### config.mk
export PLATFORM = sky130hd
export DESIGN_NAME = sd_cmd_top
export DESIGN_NICKNAME = d
export VERILOG_FILES = /design/src/sdhci_pkg.sv /design/src/sd_cmd_top.sv /design/src/cmd_logic.sv /design/src/rsp_read.sv /design/src/cmd_write.sv /design/src/crc7.sv
export SDC_FILE = /design/constraint.sdc
export NUM_CORES = 1
export LEC_CHECK = 0
export ABC_AREA = 0
export BUFFER_PORTS_ARGS = -buffer_cell sky130_fd_sc_hd__buf_2
export CAP_MARGIN = 15
export CELL_PAD_IN_SITES_DETAIL_PLACEMENT = 1
export CELL_PAD_IN_SITES_GLOBAL_PLACEMENT = 1
export CORE_MARGIN = 3
export CORE_UTILIZATION = 47
export CTS_CLUSTER_DIAMETER = 80
export DETAILED_ROUTE_END_ITERATION = 6
export GPL_TIMING_DRIVEN = 0
export PLACE_DENSITY = 0.95
export REMOVE_ABC_BUFFERS = 1
export SYNTH_ARGS = -nofsm -noshare
export SYNTH_HDL_FRONTEND = slang
export SYNTH_SLANG_ARGS = --single-unit
### constraint.sdc
create_clock -name clk_i -period 6 [get_ports clk_i]
set_input_delay 0.3 -clock clk_i [delete_from_list [all_inputs] [get_ports clk_i]]
set_output_delay 0.3 -clock clk_i [all_outputs]
set_load 0.01 [all_outputs]
### src/sdhci_pkg.sv
/*
 * Shared types and timing constants for the SD command-line engine.
 * Modules use the scoped names in their port lists and import the
 * package in their body when they need the enum values or constants.
 */
`default_nettype none

package sdhci_pkg;

  typedef logic [5:0]  cmd_t;
  typedef logic [31:0] cmd_arg_t;

  typedef enum logic [1:0] {
    NO_RESPONSE,
    RESPONSE_LENGTH_48,
    RESPONSE_LENGTH_48_CHECK_BUSY,
    RESPONSE_LENGTH_136
  } response_type_e;

  // Host request, latched by the sequencer and handed to the serializer
  typedef struct packed {
    cmd_t           index;
    cmd_arg_t       arg;
    response_type_e rsp_type;
  } cmd_req_t;

  // R1/R1b content as it lands in the low bits of the capture register
  typedef struct packed {
    logic [81:0] pad;
    cmd_t        index;
    logic [31:0] status;
  } rsp_short_t;

  // Long view is the raw CID/CSD payload of R2 without its CRC
  typedef union packed {
    logic [119:0] raw;
    rsp_short_t   short_rsp;
  } rsp_t;

  typedef struct packed {
    logic index_err;
    logic crc_err;
    logic end_bit_err;
    logic timeout;
  } rsp_err_t;

  // Bus timing in SD clock ticks
  localparam logic [6:0] N_CR_MIN = 7'd2;   // command end to earliest response
  localparam logic [6:0] N_CR_MAX = 7'd64;  // command end to latest response
  localparam logic [6:0] N_ID     = 7'd5;   // identification response window
  localparam logic [6:0] N_RC     = 7'd8;   // response end to next command
  localparam logic [6:0] N_CC     = 7'd8;   // command end to next command

  // CMD2 uses the short identification timeout
  localparam cmd_t CMD_ALL_SEND_CID = 6'd2;

endpackage

`default_nettype wire
### src/sd_cmd_top.sv
/*
 * SD command-line engine. Host requests go in on a valid/ready pair and
 * results come back as a single-cycle pulse; the CMD and DAT0 pins face the card.
 */
`timescale 1ns/1ps
`default_nettype none

module sd_cmd_top (
  input  logic                clk_i,
  input  logic                arst_n_i,
  input  logic                clk_en_i,
  input  logic                cmd_valid_i,
  input  sdhci_pkg::cmd_req_t req_i,
  input  logic                sd_cmd_i,
  input  logic                sd_busy_n_i,
  output logic                cmd_ready_o,
  output logic                cmd_done_o,
  output logic                result_valid_o,
  output sdhci_pkg::rsp_t     rsp_o,
  output sdhci_pkg::rsp_err_t errors_o,
  output logic                dat_busy_o,
  output logic                sd_cmd_o,
  output logic                sd_cmd_en_o
);

  import sdhci_pkg::*;

  cmd_req_t req_latched;
  rsp_err_t rsp_err;
  logic     start_tx;
  logic     tx_done;
  logic     start_listen;
  logic     abort;
  logic     long_rsp;
  logic     receiving;
  logic     rsp_valid;

  cmd_logic u_cmd_logic (
    .clk_i           (clk_i),
    .arst_n_i        (arst_n_i),
    .clk_en_i        (clk_en_i),
    .cmd_valid_i     (cmd_valid_i),
    .req_i           (req_i),
    .tx_done_i       (tx_done),
    .rsp_receiving_i (receiving),
    .rsp_valid_i     (rsp_valid),
    .rsp_err_i       (rsp_err),
    .sd_busy_n_i     (sd_busy_n_i),
    .cmd_ready_o     (cmd_ready_o),
    .req_o           (req_latched),
    .start_tx_o      (start_tx),
    .listen_o        (start_listen),
    .abort_o         (abort),
    .long_rsp_o      (long_rsp),
    .cmd_done_o      (cmd_done_o),
    .result_valid_o  (result_valid_o),
    .err_o           (errors_o),
    .dat_busy_o      (dat_busy_o)
  );

  cmd_write u_cmd_write (
    .clk_i      (clk_i),
    .arst_n_i   (arst_n_i),
    .clk_en_i   (clk_en_i),
    .start_tx_i (start_tx),
    .req_i      (req_latched),
    .cmd_o      (sd_cmd_o),
    .cmd_en_o   (sd_cmd_en_o),
    .tx_done_o  (tx_done)
  );

  rsp_read u_rsp_read (
    .clk_i       (clk_i),
    .arst_n_i    (arst_n_i),
    .clk_en_i    (clk_en_i),
    .cmd_i       (sd_cmd_i),
    .listen_i    (start_listen),
    .abort_i     (abort),
    .long_rsp_i  (long_rsp),
    .exp_index_i (req_latched.index),
    .receiving_o (receiving),
    .rsp_valid_o (rsp_valid),
    .rsp_o       (rsp_o),
    .err_o       (rsp_err)
  );

endmodule

`default_nettype wire

### src/cmd_logic.sv
/*
 * Command sequencer. Accepts a host request, starts the serializer, arms
 * the response reader after N_CR_MIN ticks and enforces the response
 * timeout, the R1b busy wait and the bus cooldown before the next command.
 */
`timescale 1ns/1ps
`default_nettype none

module cmd_logic (
  input  logic                clk_i,
  input  logic                arst_n_i,
  input  logic                clk_en_i,
  input  logic                cmd_valid_i,
  input  sdhci_pkg::cmd_req_t req_i,
  input  logic                tx_done_i,
  input  logic                rsp_receiving_i,
  input  logic                rsp_valid_i,
  input  sdhci_pkg::rsp_err_t rsp_err_i,
  input  logic                sd_busy_n_i,
  output logic                cmd_ready_o,
  output sdhci_pkg::cmd_req_t req_o,
  output logic                start_tx_o,
  output logic                listen_o,
  output logic                abort_o,
  output logic                long_rsp_o,
  output logic                cmd_done_o,
  output logic                result_valid_o,
  output sdhci_pkg::rsp_err_t err_o,
  output logic                dat_busy_o
);

  import sdhci_pkg::*;

  typedef enum logic [2:0] {
    IDLE,
    SEND_CMD,
    WAIT_RSP,
    READ_RSP,
    WAIT_BUSY,
    BUS_COOLDOWN,
    RSP_TIMEOUT
  } cmd_state_e;

  cmd_state_e state_q;
  cmd_state_e state_d;
  cmd_req_t   req_q;
  logic       start_q;
  logic [6:0] cycles_q;
  logic       accept;
  logic       clear_cnt;
  logic [6:0] cooldown_len;

  assign accept    = (state_q == IDLE) && cmd_valid_i;
  assign clear_cnt = (state_d == WAIT_RSP && state_q != WAIT_RSP) ||
                     (state_d == BUS_COOLDOWN && state_q != BUS_COOLDOWN);

  assign cooldown_len = (req_q.rsp_type == NO_RESPONSE) ? N_CC : N_RC;

  always_comb begin
    state_d = state_q;
    unique case (state_q)
      IDLE: begin
        if (accept) begin
          state_d = SEND_CMD;
        end
      end
      SEND_CMD: begin
        if (tx_done_i) begin
          state_d = (req_q.rsp_type == NO_RESPONSE) ? BUS_COOLDOWN : WAIT_RSP;
        end
      end
      WAIT_RSP: begin
        if (rsp_receiving_i) begin
          state_d = READ_RSP;
        end else if (req_q.index == CMD_ALL_SEND_CID && cycles_q == N_ID) begin
          // Identification response has its own short window
          state_d = RSP_TIMEOUT;
        end else if (cycles_q == N_CR_MAX) begin
          state_d = RSP_TIMEOUT;
        end
      end
      READ_RSP: begin
        if (rsp_valid_i) begin
          if (req_q.rsp_type == RESPONSE_LENGTH_48_CHECK_BUSY) begin
            state_d = WAIT_BUSY;
          end else begin
            state_d = BUS_COOLDOWN;
          end
        end
      end
      WAIT_BUSY: begin
        if (sd_busy_n_i) begin
          state_d = BUS_COOLDOWN;
        end
      end
      BUS_COOLDOWN: begin
        if (cycles_q == cooldown_len) begin
          state_d = IDLE;
        end
      end
      RSP_TIMEOUT: state_d = IDLE;
      default:     state_d = IDLE;
    endcase
  end

  always_ff @(posedge clk_i or negedge arst_n_i) begin
    if (!arst_n_i) begin
      state_q  <= IDLE;
      req_q    <= '0;
      start_q  <= 1'b0;
      cycles_q <= '0;
    end else begin
      state_q <= state_d;
      // Serializer starts one clock after acceptance, from the latched copy
      start_q <= accept;
      if (accept) begin
        req_q <= req_i;
      end
      if (clear_cnt) begin
        cycles_q <= '0;
      end else if (clk_en_i) begin
        cycles_q <= cycles_q + 7'd1;
      end
    end
  end

  // Timeout result carries only its own flag
  always_comb begin
    err_o = '0;
    if (state_q == RSP_TIMEOUT) begin
      err_o.timeout = 1'b1;
    end else begin
      err_o = rsp_err_i;
    end
  end

  assign cmd_ready_o    = state_q == IDLE;
  assign req_o          = req_q;
  assign start_tx_o     = start_q;
  assign listen_o       = (state_q == WAIT_RSP) && (cycles_q == N_CR_MIN);
  assign abort_o        = state_q == RSP_TIMEOUT;
  assign long_rsp_o     = req_q.rsp_type == RESPONSE_LENGTH_136;
  assign cmd_done_o     = (state_q == SEND_CMD) && tx_done_i;
  assign result_valid_o = ((state_q == READ_RSP) && rsp_valid_i) || (state_q == RSP_TIMEOUT);

  // R1b commands hold DAT0 from acceptance until the FSM is idle again
  assign dat_busy_o = (state_q != IDLE && req_q.rsp_type == RESPONSE_LENGTH_48_CHECK_BUSY) ||
                      (accept && req_i.rsp_type == RESPONSE_LENGTH_48_CHECK_BUSY);

endmodule

`default_nettype wire

### src/rsp_read.sv
/*
 * CMD line deserializer for card responses. Armed by listen_i, it waits
 * for a start bit, then captures a 48-bit or 136-bit response and checks
 * CRC7, end bit and, for short responses, the echoed command index.
 */
`timescale 1ns/1ps
`default_nettype none

module rsp_read (
  input  logic                clk_i,
  input  logic                arst_n_i,
  input  logic                clk_en_i,
  input  logic                cmd_i,
  input  logic                listen_i,
  input  logic                abort_i,
  input  logic                long_rsp_i,
  input  sdhci_pkg::cmd_t     exp_index_i,
  output logic                receiving_o,
  output logic                rsp_valid_o,
  output sdhci_pkg::rsp_t     rsp_o,
  output sdhci_pkg::rsp_err_t err_o
);

  import sdhci_pkg::*;

  typedef enum logic [1:0] {
    RX_IDLE,
    RX_ARMED,
    RX_RECV
  } rx_state_e;

  rx_state_e  state_q;
  logic [7:0] bit_pos_q;
  rsp_t       rsp_q;
  logic [6:0] rx_crc_q;
  logic       valid_q;
  rsp_err_t   err_q;

  logic [7:0] data_first;
  logic [7:0] crc_first;
  logic [7:0] end_pos;
  logic       tick_rx;
  logic       start_seen;
  logic       in_data;
  logic       in_crc;
  logic       at_end;
  logic [6:0] crc_calc;

  // Long responses skip start, transmission and six reserved bits.
  // Short ones skip only start and transmission; both are zero and do
  // not change the CRC.
  assign data_first = long_rsp_i ? 8'd8 : 8'd2;
  assign crc_first  = long_rsp_i ? 8'd128 : 8'd40;
  assign end_pos    = crc_first + 8'd7;

  assign tick_rx    = clk_en_i && (state_q == RX_RECV);
  assign start_seen = clk_en_i && (state_q == RX_ARMED) && !cmd_i;
  assign in_data    = (bit_pos_q >= data_first) && (bit_pos_q < crc_first);
  assign in_crc     = (bit_pos_q >= crc_first) && (bit_pos_q < end_pos);
  assign at_end     = bit_pos_q == end_pos;

  crc7 u_crc7 (
    .clk_i    (clk_i),
    .arst_n_i (arst_n_i),
    .clr_i    (start_seen),
    .shift_i  (tick_rx && in_data),
    .bit_i    (cmd_i),
    .crc_o    (crc_calc)
  );

  // Cleared at the start bit so the short view gets its zero padding
  always_ff @(posedge clk_i) begin
    if (start_seen) begin
      rsp_q.raw <= '0;
    end else if (tick_rx && in_data) begin
      rsp_q.raw <= {rsp_q.raw[118:0], cmd_i};
    end
    if (tick_rx && in_crc) begin
      rx_crc_q <= {rx_crc_q[5:0], cmd_i};
    end
  end

  always_ff @(posedge clk_i or negedge arst_n_i) begin
    if (!arst_n_i) begin
      state_q   <= RX_IDLE;
      bit_pos_q <= '0;
      valid_q   <= 1'b0;
      err_q     <= '0;
    end else begin
      valid_q <= 1'b0;
      if (abort_i) begin
        state_q <= RX_IDLE;
      end else begin
        unique case (state_q)
          RX_IDLE: begin
            if (listen_i) begin
              state_q <= RX_ARMED;
            end
          end
          RX_ARMED: begin
            if (start_seen) begin
              state_q   <= RX_RECV;
              bit_pos_q <= 8'd1;
            end
          end
          RX_RECV: begin
            if (clk_en_i) begin
              if (at_end) begin
                state_q           <= RX_IDLE;
                valid_q           <= 1'b1;
                err_q.index_err   <= !long_rsp_i && (rsp_q.short_rsp.index != exp_index_i);
                err_q.crc_err     <= rx_crc_q != crc_calc;
                err_q.end_bit_err <= !cmd_i;
                err_q.timeout     <= 1'b0;
              end else begin
                bit_pos_q <= bit_pos_q + 8'd1;
              end
            end
          end
          default: state_q <= RX_IDLE;
        endcase
      end
    end
  end

  assign receiving_o = state_q == RX_RECV;
  assign rsp_valid_o = valid_q;
  assign rsp_o       = rsp_q;
  assign err_o       = err_q;

endmodule

`default_nettype wire

### src/cmd_write.sv
/*
 * CMD line serializer. A start_tx_i pulse loads the request and the
 * 48-bit frame goes out MSB first, one bit per clk_en_i tick, with the
 * CRC7 computed on the fly. tx_done_o pulses once the end bit has been held.
 */
`timescale 1ns/1ps
`default_nettype none

module cmd_write (
  input  logic                clk_i,
  input  logic                arst_n_i,
  input  logic                clk_en_i,
  input  logic                start_tx_i,
  input  sdhci_pkg::cmd_req_t req_i,
  output logic                cmd_o,
  output logic                cmd_en_o,
  output logic                tx_done_o
);

  logic [39:0] shift_q;
  logic [5:0]  bit_cnt_q;
  logic [5:0]  crc_pos;
  logic        busy_q;
  logic        cmd_q;
  logic        cmd_en_q;
  logic        tx_done_q;
  logic        tick;
  logic        in_body;
  logic        next_bit;
  logic [6:0]  crc;

  assign tick    = clk_en_i && busy_q;
  assign in_body = bit_cnt_q < 6'd40;
  assign crc_pos = bit_cnt_q - 6'd40;

  // Body bits, then the seven CRC bits, then the end bit
  always_comb begin
    if (in_body) begin
      next_bit = shift_q[39];
    end else if (bit_cnt_q < 6'd47) begin
      next_bit = crc[3'd6 - crc_pos[2:0]];
    end else begin
      next_bit = 1'b1;
    end
  end

  crc7 u_crc7 (
    .clk_i    (clk_i),
    .arst_n_i (arst_n_i),
    .clr_i    (start_tx_i && !busy_q),
    .shift_i  (tick && in_body),
    .bit_i    (shift_q[39]),
    .crc_o    (crc)
  );

  // Frame body: start bit 0, transmission bit 1, index, argument
  always_ff @(posedge clk_i) begin
    if (start_tx_i && !busy_q) begin
      shift_q <= {1'b0, 1'b1, req_i.index, req_i.arg};
    end else if (tick && in_body) begin
      shift_q <= {shift_q[38:0], 1'b0};
    end
  end

  always_ff @(posedge clk_i or negedge arst_n_i) begin
    if (!arst_n_i) begin
      busy_q    <= 1'b0;
      bit_cnt_q <= '0;
      cmd_q     <= 1'b1;
      cmd_en_q  <= 1'b0;
      tx_done_q <= 1'b0;
    end else begin
      tx_done_q <= 1'b0;
      if (start_tx_i && !busy_q) begin
        busy_q    <= 1'b1;
        bit_cnt_q <= '0;
      end else if (tick) begin
        if (bit_cnt_q == 6'd48) begin
          // End bit has been on the line for a full tick
          busy_q    <= 1'b0;
          cmd_q     <= 1'b1;
          cmd_en_q  <= 1'b0;
          tx_done_q <= 1'b1;
        end else begin
          cmd_q     <= next_bit;
          cmd_en_q  <= 1'b1;
          bit_cnt_q <= bit_cnt_q + 6'd1;
        end
      end
    end
  end

  assign cmd_o     = cmd_q;
  assign cmd_en_o  = cmd_en_q;
  assign tx_done_o = tx_done_q;

endmodule

`default_nettype wire

### src/crc7.sv
/*
 * Bit-serial CRC7 (x^7 + x^3 + 1) used on the CMD line.
 * Pulse clr_i before a frame, then shift_i once per covered bit.
 */
`timescale 1ns/1ps
`default_nettype none

module crc7 (
  input  logic       clk_i,
  input  logic       arst_n_i,
  input  logic       clr_i,
  input  logic       shift_i,
  input  logic       bit_i,
  output logic [6:0] crc_o
);

  logic [6:0] crc_q;
  logic       feedback;

  assign feedback = bit_i ^ crc_q[6];

  always_ff @(posedge clk_i or negedge arst_n_i) begin
    if (!arst_n_i) begin
      crc_q <= '0;
    end else if (clr_i) begin
      crc_q <= '0;
    end else if (shift_i) begin
      // Taps at bit 0 and bit 3
      crc_q <= {crc_q[5:3], crc_q[2] ^ feedback, crc_q[1:0], feedback};
    end
  end

  assign crc_o = crc_q;

endmodule

`default_nettype wire

==> results.md, run 1 <==
* Initial antenna violation count at 2
* Commonest non-fill, non-tap cells in the layout: 315 x nand2_1, 174 x buf_2, 122 x dfxtp_1
* Worst path arrival time at 3.82 ns
* Reg-to-reg startpoint: u_cmd_logic.req_o[1]
* Clock Skew at 0.00726 ns
* Critical path peak fanout at 34
* First-pass GRT wire length at 48400 µm
* Drt via density at 5.40
* IO Port Bufs at 175
* Ports at 176
* Distinct cells, synth at 61
* Final WL at 30300 µm
* Wire per inst at 19.3 µm
* Outcome: complete, no violations
* Fillers at 2517
* Die W at 158 µm
* Slew HR at 30.7%
* Yosys warnings at 0
* Worst Hold Class: in2reg
* Fraction of registers with async set/reset at 34.8%
* Clock Pin Slew Worst Setup and Hold Paths at 0.06 ns
* Routability cong. at 0.837
* Fin. max-slew vios at 0
* RSZ-0062 raised after global routing: false
* Total CTS buffers at 27
* H-tree Lvls at 1
* Final period util at 56.2%
* Setup CP Type: reg2reg
* Final min period at 3.37 ns
* Max-capacitance violation count at 0
* Fmax at 0.297 GHz
* Layout cells sized above 1 at 32.6%
* Row Count at 55
* Startpoint types: flop
* Critical Path RT at 6.45 ns
* Worst reg2reg endpoint: u_rsp_read.rsp_o[32]
* Sequential element share of the synthesized area at 55.3%
* Largest net degree at the start of global routing at 77
* Area Overhead vs Synth at 19.6%
* Starting Density at 48.0%
* Syn_area_per_cell at 9.84 µm²
* Reg2Reg Depth at 11
* Post-DP HPWL at 20300 µm
* Total number of vias at 8497
* Number of global-route vias before repair at 9265
* Inst Count DP at 1512
* DRT Pass-1 Iters at 4
* Mapped cell area at 10900 µm²
* Total power at 6150 µW
* Worst-Skew Late Latency at 0.52 ns
* Leakage at 0.00574 µW
* CP startpoint: u_cmd_logic.req_o[1]
* Longest Clk Path Bufs at 3
* PwrDens at 472 nW/µm²
* Slew @ Worst Pin at 1.04 ns
* DR iter-0 viols at 421
* Setup violators final at 0
* Clock sink total at 256
* Main synth FF type: dfxtp_1
* CORE AREA at 22700 µm²
* Final Hold Fails at 0
* Most common cell after layout, fill and taps aside: nand2_1
* Root buffer cell: clkbuf_16
* Die Y at 158 µm
* Worst reg2reg setup slack at 2.63 ns
* Crit end category: flop
* CTS tree: done
* Nets at 1325
* Antenna viol nets, final at 0
* Setup crit end: u_rsp_read.rsp_o[32]
* Gr usage total at 24.1%
* #FFs+latches synth at 256
* Maximum vdd drop at 234 µV
* Die ar. at 25000 µm²
* Post-synth EDFFs at 45
* Gate Count Post-Synth at 1107
* Layout Cells excl Fill at 1573
* Remaining global-route overflow at 0
* DRC viols at 0
## power breakdown
part / leakage (µW) / internal, µW / switching [µW] / total, µW
clock: 0.000437 / 1000 / 678 / 1680
sequential: 0.00249 / 2230 / 358 / 2590
combinational: 0.00281 / 687 / 1190 / 1880
total: 0.00574 / 3920 / 2230 / 6150
## critical path, cell delays in order (launching register included)
cell      delay (ns)
dfrtp_1         0.40
nand2_1         0.22
inv_1           0.15
ha_1            0.32
a211o_1         0.29
a221oi_1        0.35
o31a_2          0.57
buf_12          0.29
buf_12          0.21
buf_12          0.24
nand2_1         0.12
o21ai_0         0.08
## cell families after synthesis
| kind of cell | Yosys count | synth area share, % |
|---|---|---|
| multiplexers | 51 | 5.27 |
| adder cells (fa/ha/maj) | 13 | 1.49 |
| AND/OR/NAND/NOR | 505 | 20.8 |
| AO/OA/AOI/OAI | 174 | 11.1 |
| buffers and inverters | 79 | 3.69 |
| XOR/XNOR | 29 | 2.33 |
| flip-flops | 256 | 55.3 |
## cells in the mapped netlist (all sizes together) (9+ instances only)
cell type,instances,area (µm²)
nand2,386,1620
o21ai,133,928
dfxtp,122,2440
dfrtp,88,2200
nor2,46,173
edfxtp,45,1350
clkbuf,41,158
mux2,41,462
buf,25,195
nand3,20,100
xor2,16,140
a21oi,15,75.1
ha,13,163
inv,13,48.8
xnor2,13,114
mux2i,9,90.1
## state kept, by name (all words and copies together) (netlist names)
name	flops
u_rsp_read.rsp_o	120
u_cmd_logic.req_o	40
u_cmd_write.shift_q	40
u_rsp_read.bit_pos_q	8
u_cmd_logic.cycles_q	7
u_cmd_write.u_crc7.crc_o	7
u_rsp_read.rx_crc_q	7
u_rsp_read.u_crc7.crc_o	7
u_cmd_write.bit_cnt_q	6
u_cmd_logic.state_q	3
u_rsp_read.err_o	3
u_rsp_read.state_q	2
u_cmd_logic.start_tx_o	1
u_cmd_write.busy_q	1
u_cmd_write.cmd_en_o	1
u_cmd_write.cmd_o	1
u_cmd_write.tx_done_o	1
u_rsp_read.rsp_valid_o	1
## repair_timing
item,in CTS,in global routing
setup buffers,0,0
endpoints found under the hold margin,51,0
hold buffers,10,0
gates resized for setup,0,0
## layer usage
metal  wire length (µm)  vias up  share of wire [%]  GRT usage, %
met5                  0        -                  0             0
met4                882        0                2.9          7.50
met2              15800      220                 52          44.2
met1              11700     4196                 39          27.2
met3               1890       67                6.2          6.45
li1                   -     4014                  -             -
## worst min-delay path by stage
| stage | startpoint | endpoint | cells past startpoint |
|---|---|---|---|
| global route | req_i[4] | u_cmd_logic.req_o[4] | 2 |
| floorplan | arst_n_i | u_cmd_logic.cycles_q[0] | 0 |
| detailed placement | arst_n_i | u_cmd_logic.req_o[1] | 1 |
| global placement | u_rsp_read.rsp_o[119] | u_rsp_read.rsp_o[119] | 2 |
| finish | req_i[14] | u_cmd_logic.req_o[14] | 2 |
| CTS | req_i[14] | u_cmd_logic.req_o[14] | 2 |
## metrics by stage
stage / hold WS (ns) / area [µm²] / setup slack, ns / utilization (%) / TNS, ns
2_1_floorplan: 0.00441 / 10500 / -3.01 / - / -332.53
3_3_place_gp: 0.443 / 11800 / -5.35 / 51.8 / -579.83
3_5_place_dp: 0.358 / 12000 / 2.64 / 53.0 / 0
4_1_cts: 0.00185 / 13000 / 2.62 / 57.3 / 0
5_1_grt: 0.0117 / 13000 / 2.41 / 57.3 / 0
6_report: 0.0192 / 13000 / 2.63 / 57.3 / 0
## area by class of cell
class                   count  area [µm²]  share of cell area [%]
multi-input cells         772        4490                    34.5
clock buffers              43         807                    6.20
repair buffers            196        1210                    9.32
clock inverters             6        80.1                   0.615
flip-flops and latches    256        6020                    46.2
inverters                  13        48.8                   0.375
well taps                 285         357                    2.74
diodes                      2        5.00                  0.0384
Note: power is estimated with default switching activity, not from simulation.
==> run 2, diff against run 1 <==
- CORE_UTILIZATION: 47 -> 44
- PLACE_DENSITY: 0.95 -> 0.92
- clock period: 6 -> 3.3 ns (I/O delays scaled with it)
==> run 2 against run 1 <==
Compared with the run above: via count up 1.1%; sequential share of layout area shrank 1.7 points; non-clock buffer count up 32; cell count increased by 4.6%; clock skew up 0.0037 ns; core utilization is 0.71 points lower; power increased by 88%; critical path depth unchanged; sequential power is 82% higher; critical path type unchanged.
==> results.md, run 2 (synthesis results as in run 1) <==
* Critical Path RT at 3.76 ns (was 6.45 ns)
* CTS tree: done (unchanged)
* Most common cell after layout, fill and taps aside: nand2_1 (unchanged)
* Final worst slack at 0.251 ns (was 2.63 ns)
* Worst hold slack at 0.0416 ns (was 0.0192 ns)
* Remaining global-route overflow at 0 (unchanged)
* Maximum vdd drop at 474 µV (was 234 µV)
* Reg2Reg Depth at 11 (unchanged)
* Setup CP Type: reg2reg (unchanged)
* Final min period at 3.05 ns (was 3.37 ns)
* Setup violators final at 0 (unchanged)
* PwrDens at 855 nW/µm² (was 472 nW/µm²)
* Final period util at 92.4% (was 56.2%)
* Crit end category: flop (unchanged)
* Die W at 163 µm (was 158 µm)
* DRC viols at 0 (unchanged)
* Final Hold Fails at 0 (unchanged)
* Area of the multi-input gates at 4540 µm² (was 4490 µm²)
* Area Overhead vs Synth at 24.3% (was 19.6%)
* Worst-Skew Late Latency at 0.54 ns (was 0.52 ns)
* Placed Area at 12100 µm² (was 12000 µm²)
* Gr usage total at 22.9% (was 24.1%)
* Slew @ Worst Pin at 1.04 ns (about the same)
* Startpoint types: flop (unchanged)
* Die ar. at 26700 µm² (was 25000 µm²)
* DR iter-0 viols at 423 (was 421)
* Post-DP HPWL at 18900 µm (was 20300 µm)
* Largest register FFs at 120 (unchanged)
* RSZ-0062 raised after global routing: false (unchanged)
* Initial antenna violation count at 1 (was 2)
* First-pass GRT wire length at 49300 µm (was 48400 µm)
* Nets at 1361 (was 1325)
* Wire per inst at 18.8 µm (was 19.3 µm)
* Commonest non-fill, non-tap cells in the layout: 314 x nand2_1, 174 x buf_2, 122 x dfxtp_1 (was 315 x nand2_1, 174 x buf_2, 122 x dfxtp_1)
* Total CTS buffers at 29 (was 27)
* CORE AREA at 23900 µm² (was 22700 µm²)
* Total number of vias at 8594 (was 8497)
* H-tree Lvls at 1 (unchanged)
* Outcome: complete, no violations (unchanged)
* Place WS at -0.587 ns (was 2.64 ns)
* Final core occ at 56.6% (was 57.3%)
* IO Port Bufs at 175 (unchanged)
* Starting Density at 45.6% (was 48.0%)
* Routability cong. at 0.852 (was 0.837)
* Critical path peak fanout at 44 (was 34)
* Die Y at 163 µm (was 158 µm)
* Post-route cell area at 13500 µm² (was 13000 µm²)
* Worst Hold Class: in2reg (unchanged)
* Setup TNS at 0 ns (unchanged)
* Antenna viol nets, final at 0 (unchanged)
* Final WL at 31000 µm (was 30300 µm)
* Clock sink total at 256 (unchanged)
* Max-capacitance violation count at 0 (unchanged)
* Clock Skew at 0.0110 ns (was 0.00726 ns)
* Layout cells sized above 1 at 32.5% (was 32.6%)
* Slew HR at 30.5% (was 30.7%)
* Worst path arrival time at 3.51 ns (was 3.82 ns)
* Longest Clk Path Bufs at 3 (unchanged)
* Clock Pin Slew Worst Setup and Hold Paths at 0.06 ns (about the same)
* Ports at 176 (unchanged)
* Row Count at 56 (was 55)
* Drt via density at 5.22 (was 5.40)
* Fmax at 0.328 GHz (was 0.297 GHz)
* Fillers at 2675 (was 2517)
* Number of global-route vias before repair at 9290 (was 9265)
* Root buffer cell: clkbuf_16 (unchanged)
* Fin. max-slew vios at 0 (unchanged)
* Largest net degree at the start of global routing at 70 (was 77)
* Seq. cell area at 6020 µm² (unchanged)
* Leakage at 0.00595 µW (was 0.00574 µW)
* Hold path depth at 3 (was 2)
* DRT Pass-1 Iters at 6 (was 4)
## run 2: final cells by class
cell class              instances  area share, %
diodes                          1         0.0185
flip-flops and latches        256           44.5
repair buffers                228           11.4
clock buffers                  40           6.11
inverters                      13          0.361
well taps                     319           2.95
multi-input cells             774           33.5
clock inverters                14           1.07
## run 2: final timing paths
| kind | endpoint | from | slack, ns |
|---|---|---|---|
| setup / recovery | u_rsp_read.rsp_o[17] | u_cmd_logic.req_o[1] | 0.25 |
| hold / removal | u_cmd_write.tx_done_o | clk_en_i | 0.04 |
| setup reg to reg | u_rsp_read.rsp_o[17] | u_cmd_logic.req_o[1] | 0.25 |
| hold reg to reg | u_rsp_read.rsp_o[112] | u_rsp_read.rsp_o[111] | 0.46 |
| max in group asynchronous | u_cmd_write.cmd_o | arst_n_i | 2.54 |
| min in group asynchronous | u_cmd_logic.req_o[1] | arst_n_i | 0.09 |
## run 2: metal layers
metal | vias up | share of wire (%) | wire length (µm) | track usage, %
li1 | 4094 | - | - | -
met1 | 4224 | 40 | 12500 | 27.5
met2 | 223 | 50 | 15600 | 40.8
met3 | 53 | 7.0 | 2180 | 6.29
met4 | 0 | 2.2 | 682 | 5.81
met5 | - | 0 | 0 | 0
## run 2: stage by stage
step / std cells / power [µW]
3_5_place_dp: 1545 / 8020
4_1_cts: 1643 / 11500
6_report: 1645 / 11600
2_1_floorplan: 1041 / 6320
3_3_place_gp: 1535 / 6920
5_1_grt: 1645 / 12300
## run 2: report_power, final
part	internal, µW	switching, µW	total (µW)
logic	1330	2230	3570
registers	4050	668	4720
clock network	1980	1300	3280
## run 2: timing repair
| action | CTS | global route |
|---|---|---|
| setup buffers | 1 | 0 |
| hold buffers | 42 | 0 |
| gates resized for setup | 6 | 0 |
| hold endpoints to repair | 131 | 0 |
| setup endpoints to repair | 71 | 24 |
| gates cloned | 2 | 1 |
## run 2: worst max-delay path, cell delays in order (launching register included)
cell      delay, ns
dfrtp_1        0.42
nand2_2        0.16
inv_1          0.10
ha_1           0.31
a211o_1        0.34
a221oi_4       0.43
o31a_4         0.24
buf_12         0.24
buf_16         0.24
buf_16         0.24
nand2_1        0.10
o21ai_0        0.09
==> run 3, diff against run 2 <==
- CORE_UTILIZATION: 44 -> 47
- PLACE_DENSITY: 0.92 -> 0.95
- SKIP_LAST_GASP: unset -> 1
- clock period: 3.3 -> 4 ns (I/O delays scaled with it)
==> run 3 against run 2 <==
Compared with the run above: via count rose by 2.6%; register-to-register slack improved by 0.40 ns; highest routed layer unchanged; global-route usage rose by 3.7 points; power fell by 19%; cell count fell by 2.4%; sequential share of layout area rose by 0.63 points; flip-flop and latch count did not move; first-iteration DRC count rose by 14%; combinational power fell by 18%; critical path type unchanged; largest power group unchanged; clock power fell by 22%.
==> results.md, run 3 (synthesis results as in run 1) <==
* Die ar. at 25000 µm² (was 26700 µm²)
* Leakage at 0.00587 µW (was 0.00595 µW)
* Number of buffers and inverters on the critical path at 4 (unchanged)
* Die W at 158 µm (was 163 µm)
* Worst-Skew Late Latency at 0.53 ns (was 0.54 ns)
* Layout cells sized above 1 at 31.8% (was 32.5%)
* DRT Pass-1 Iters at 5 (was 6)
* Routability cong. at 0.837 (was 0.852)
* Final worst slack at 0.649 ns (was 0.251 ns)
* Met3 WL post-DR at 2120 µm (was 2180 µm)
* Area Overhead vs Synth at 22.5% (was 24.3%)
* Largest net degree at the start of global routing at 77 (was 70)
* CTS tree: done (unchanged)
* Number of global-route vias before repair at 9660 (was 9290)
* Wire per inst at 20.8 µm (was 18.8 µm)
* Clock Pin Slew Worst Setup and Hold Paths at 0.07 ns (was 0.06 ns)
* Max-capacitance violation count at 0 (unchanged)
* Die Y at 158 µm (was 163 µm)
* H-tree Lvls at 1 (unchanged)
* Metal2 WL at 17400 µm (was 15600 µm)
* RSZ-0062 raised after global routing: false (unchanged)
* Slew @ Worst Pin at 1.05 ns (was 1.04 ns)
* Clock sink total at 256 (unchanged)
* Final min period at 3.35 ns (was 3.05 ns)
* Crit end category: flop (unchanged)
* M1 WL at 12400 µm (was 12500 µm)
* Total number of vias at 8814 (was 8594)
* CP peak stage delay at 0.56 ns (was 0.43 ns)
* Final period util at 83.8% (was 92.4%)
* Slew HR at 29.8% (was 30.5%)
* Most common cell after layout, fill and taps aside: nand2_1 (unchanged)
* Fmax at 0.298 GHz (was 0.328 GHz)
* Clock Skew at 0.0168 ns (was 0.0110 ns)
* Post-DP HPWL at 20300 µm (was 18900 µm)
* Maximum vdd drop at 351 µV (was 474 µV)
* CP cell instances: nand2_1, inv_1, ha_1, a211o_1, a221oi_1, o31a_2, buf_12, buf_12, buf_12, nand2_1, o21ai_0 (was nand2_2, inv_1, ha_1, a211o_1, a221oi_4, o31a_4, buf_12, buf_16, buf_16, nand2_1, o21ai_0)
* CORE AREA at 22700 µm² (was 23900 µm²)
* Setup CP Type: reg2reg (unchanged)
* Crit path max-delay family: compound AO/OA/AOI/OAI gates (unchanged)
* IO Port Bufs at 175 (unchanged)
* Place WS at 0.639 ns (was -0.587 ns)
* Remaining global-route overflow at 0 (unchanged)
* Ports at 176 (unchanged)
* CP max stage cell: o31a_2 (was a221oi_4)
* Worst Hold Class: in2reg (unchanged)
* Final Hold Fails at 0 (unchanged)
* Largest register FFs at 120 (unchanged)
* Root buffer cell: clkbuf_16 (unchanged)
* Worst path arrival time at 3.80 ns (was 3.51 ns)
* Gr usage total at 26.6% (was 22.9%)
* PwrDens at 706 nW/µm² (was 855 nW/µm²)
* Drt via density at 5.49 (was 5.22)
* Row Count at 55 (was 56)
* Initial antenna violation count at 2 (was 1)
* Critical path's most frequent cell: buf_12 (was buf_16)
* DRC viols at 0 (unchanged)
* Fin. max-slew vios at 0 (unchanged)
* Nets at 1357 (was 1361)
* Antenna viol nets, final at 0 (unchanged)
* Final core occ at 58.8% (was 56.6%)
* Final WL at 33400 µm (was 31000 µm)
* DR iter-0 viols at 482 (was 423)
* Startpoint types: flop (unchanged)
* Commonest non-fill, non-tap cells in the layout: 315 x nand2_1, 174 x buf_2, 122 x dfxtp_1 (was 314 x nand2_1, 174 x buf_2, 122 x dfxtp_1)
* Longest Clk Path Bufs at 3 (unchanged)
* DR top layer: met4 (unchanged)
* Starting Density at 48.0% (was 45.6%)
* First-pass GRT wire length at 52700 µm (was 49300 µm)
* Outcome: complete, no violations (unchanged)
* Critical Path RT at 4.45 ns (was 3.76 ns)
* Critical path peak fanout at 34 (was 44)
* Total CTS buffers at 27 (was 29)
* Setup violators final at 0 (unchanged)
## run 3: power breakdown
part	total, µW	switching (µW)	internal [µW]
Clock	2570	1060	1510
Combinational	2910	1860	1050
Sequential	3940	592	3340
Total	9420	3510	5900
## run 3: metal layers
| layer | vias up | global-route usage [%] |
|---|---|---|
| li1 | 4079 | - |
| met1 | 4348 | 29.3 |
| met2 | 294 | 49.0 |
| met3 | 93 | 6.51 |
| met4 | 0 | 10.5 |
| met5 | - | 0 |
## run 3: path summary, 6_finish.rpt
check | start | cells after the start | slack (ns) | end
setup / recovery | u_cmd_logic.req_o[1] | 11 | 0.65 | u_rsp_read.rsp_o[32]
setup reg to reg | u_cmd_logic.req_o[1] | 11 | 0.65 | u_rsp_read.rsp_o[32]
min in group asynchronous | arst_n_i | 2 | 0.25 | u_rsp_read.rsp_valid_o
hold / removal | clk_en_i | 3 | 0.11 | u_cmd_write.tx_done_o
hold reg to reg | u_rsp_read.rsp_o[107] | 2 | 0.46 | u_rsp_read.rsp_o[108]
max in group asynchronous | arst_n_i | 3 | 3.05 | u_cmd_write.cmd_o
## run 3: worst reg2reg max path, delay by kind of cell, from the launching register on
family,cells,cell delay [ns]
adder cells (fa/ha/maj),1,0.32
AO/OA/AOI/OAI,4,1.26
buffers and inverters,4,0.93
flip-flops,1,0.40
AND/OR/NAND/NOR,2,0.36
## run 3: final cells by class
| cell class | instances | area (µm²) |
|---|---|---|
| multi-input combinational | 772 | 4490 |
| clock buffer | 43 | 807 |
| sequential | 256 | 6020 |
| clock inverter | 6 | 80.1 |
| fill | 2507 | 9370 |
| antenna | 2 | 5.00 |
| inverter | 13 | 48.8 |
| tap | 285 | 357 |
| timing repair buffer | 228 | 1530 |
## run 3: what timing repair did
item	in CTS	in global routing
endpoints found under the hold margin	84	0
hold buffers	42	0
gates resized for setup	0	0
setup buffers	0	0
setup endpoints to repair	0	0
## run 3: stage by stage
stage                     power (µW)  instances  cell area (µm²)  setup TNS [ns]  hold WS (ns)
final                           9420       1605            13300               0         0.106
after global routing            9940       1605            13300               0         0.119
after CTS                       9310       1603            13300               0        0.0794
after detailed placement        6690       1512            12000               0         0.258
after global placement          5760       1501            11800         -833.83         0.432
after floorplan                 5260       1041            10500         -586.53       -0.0956
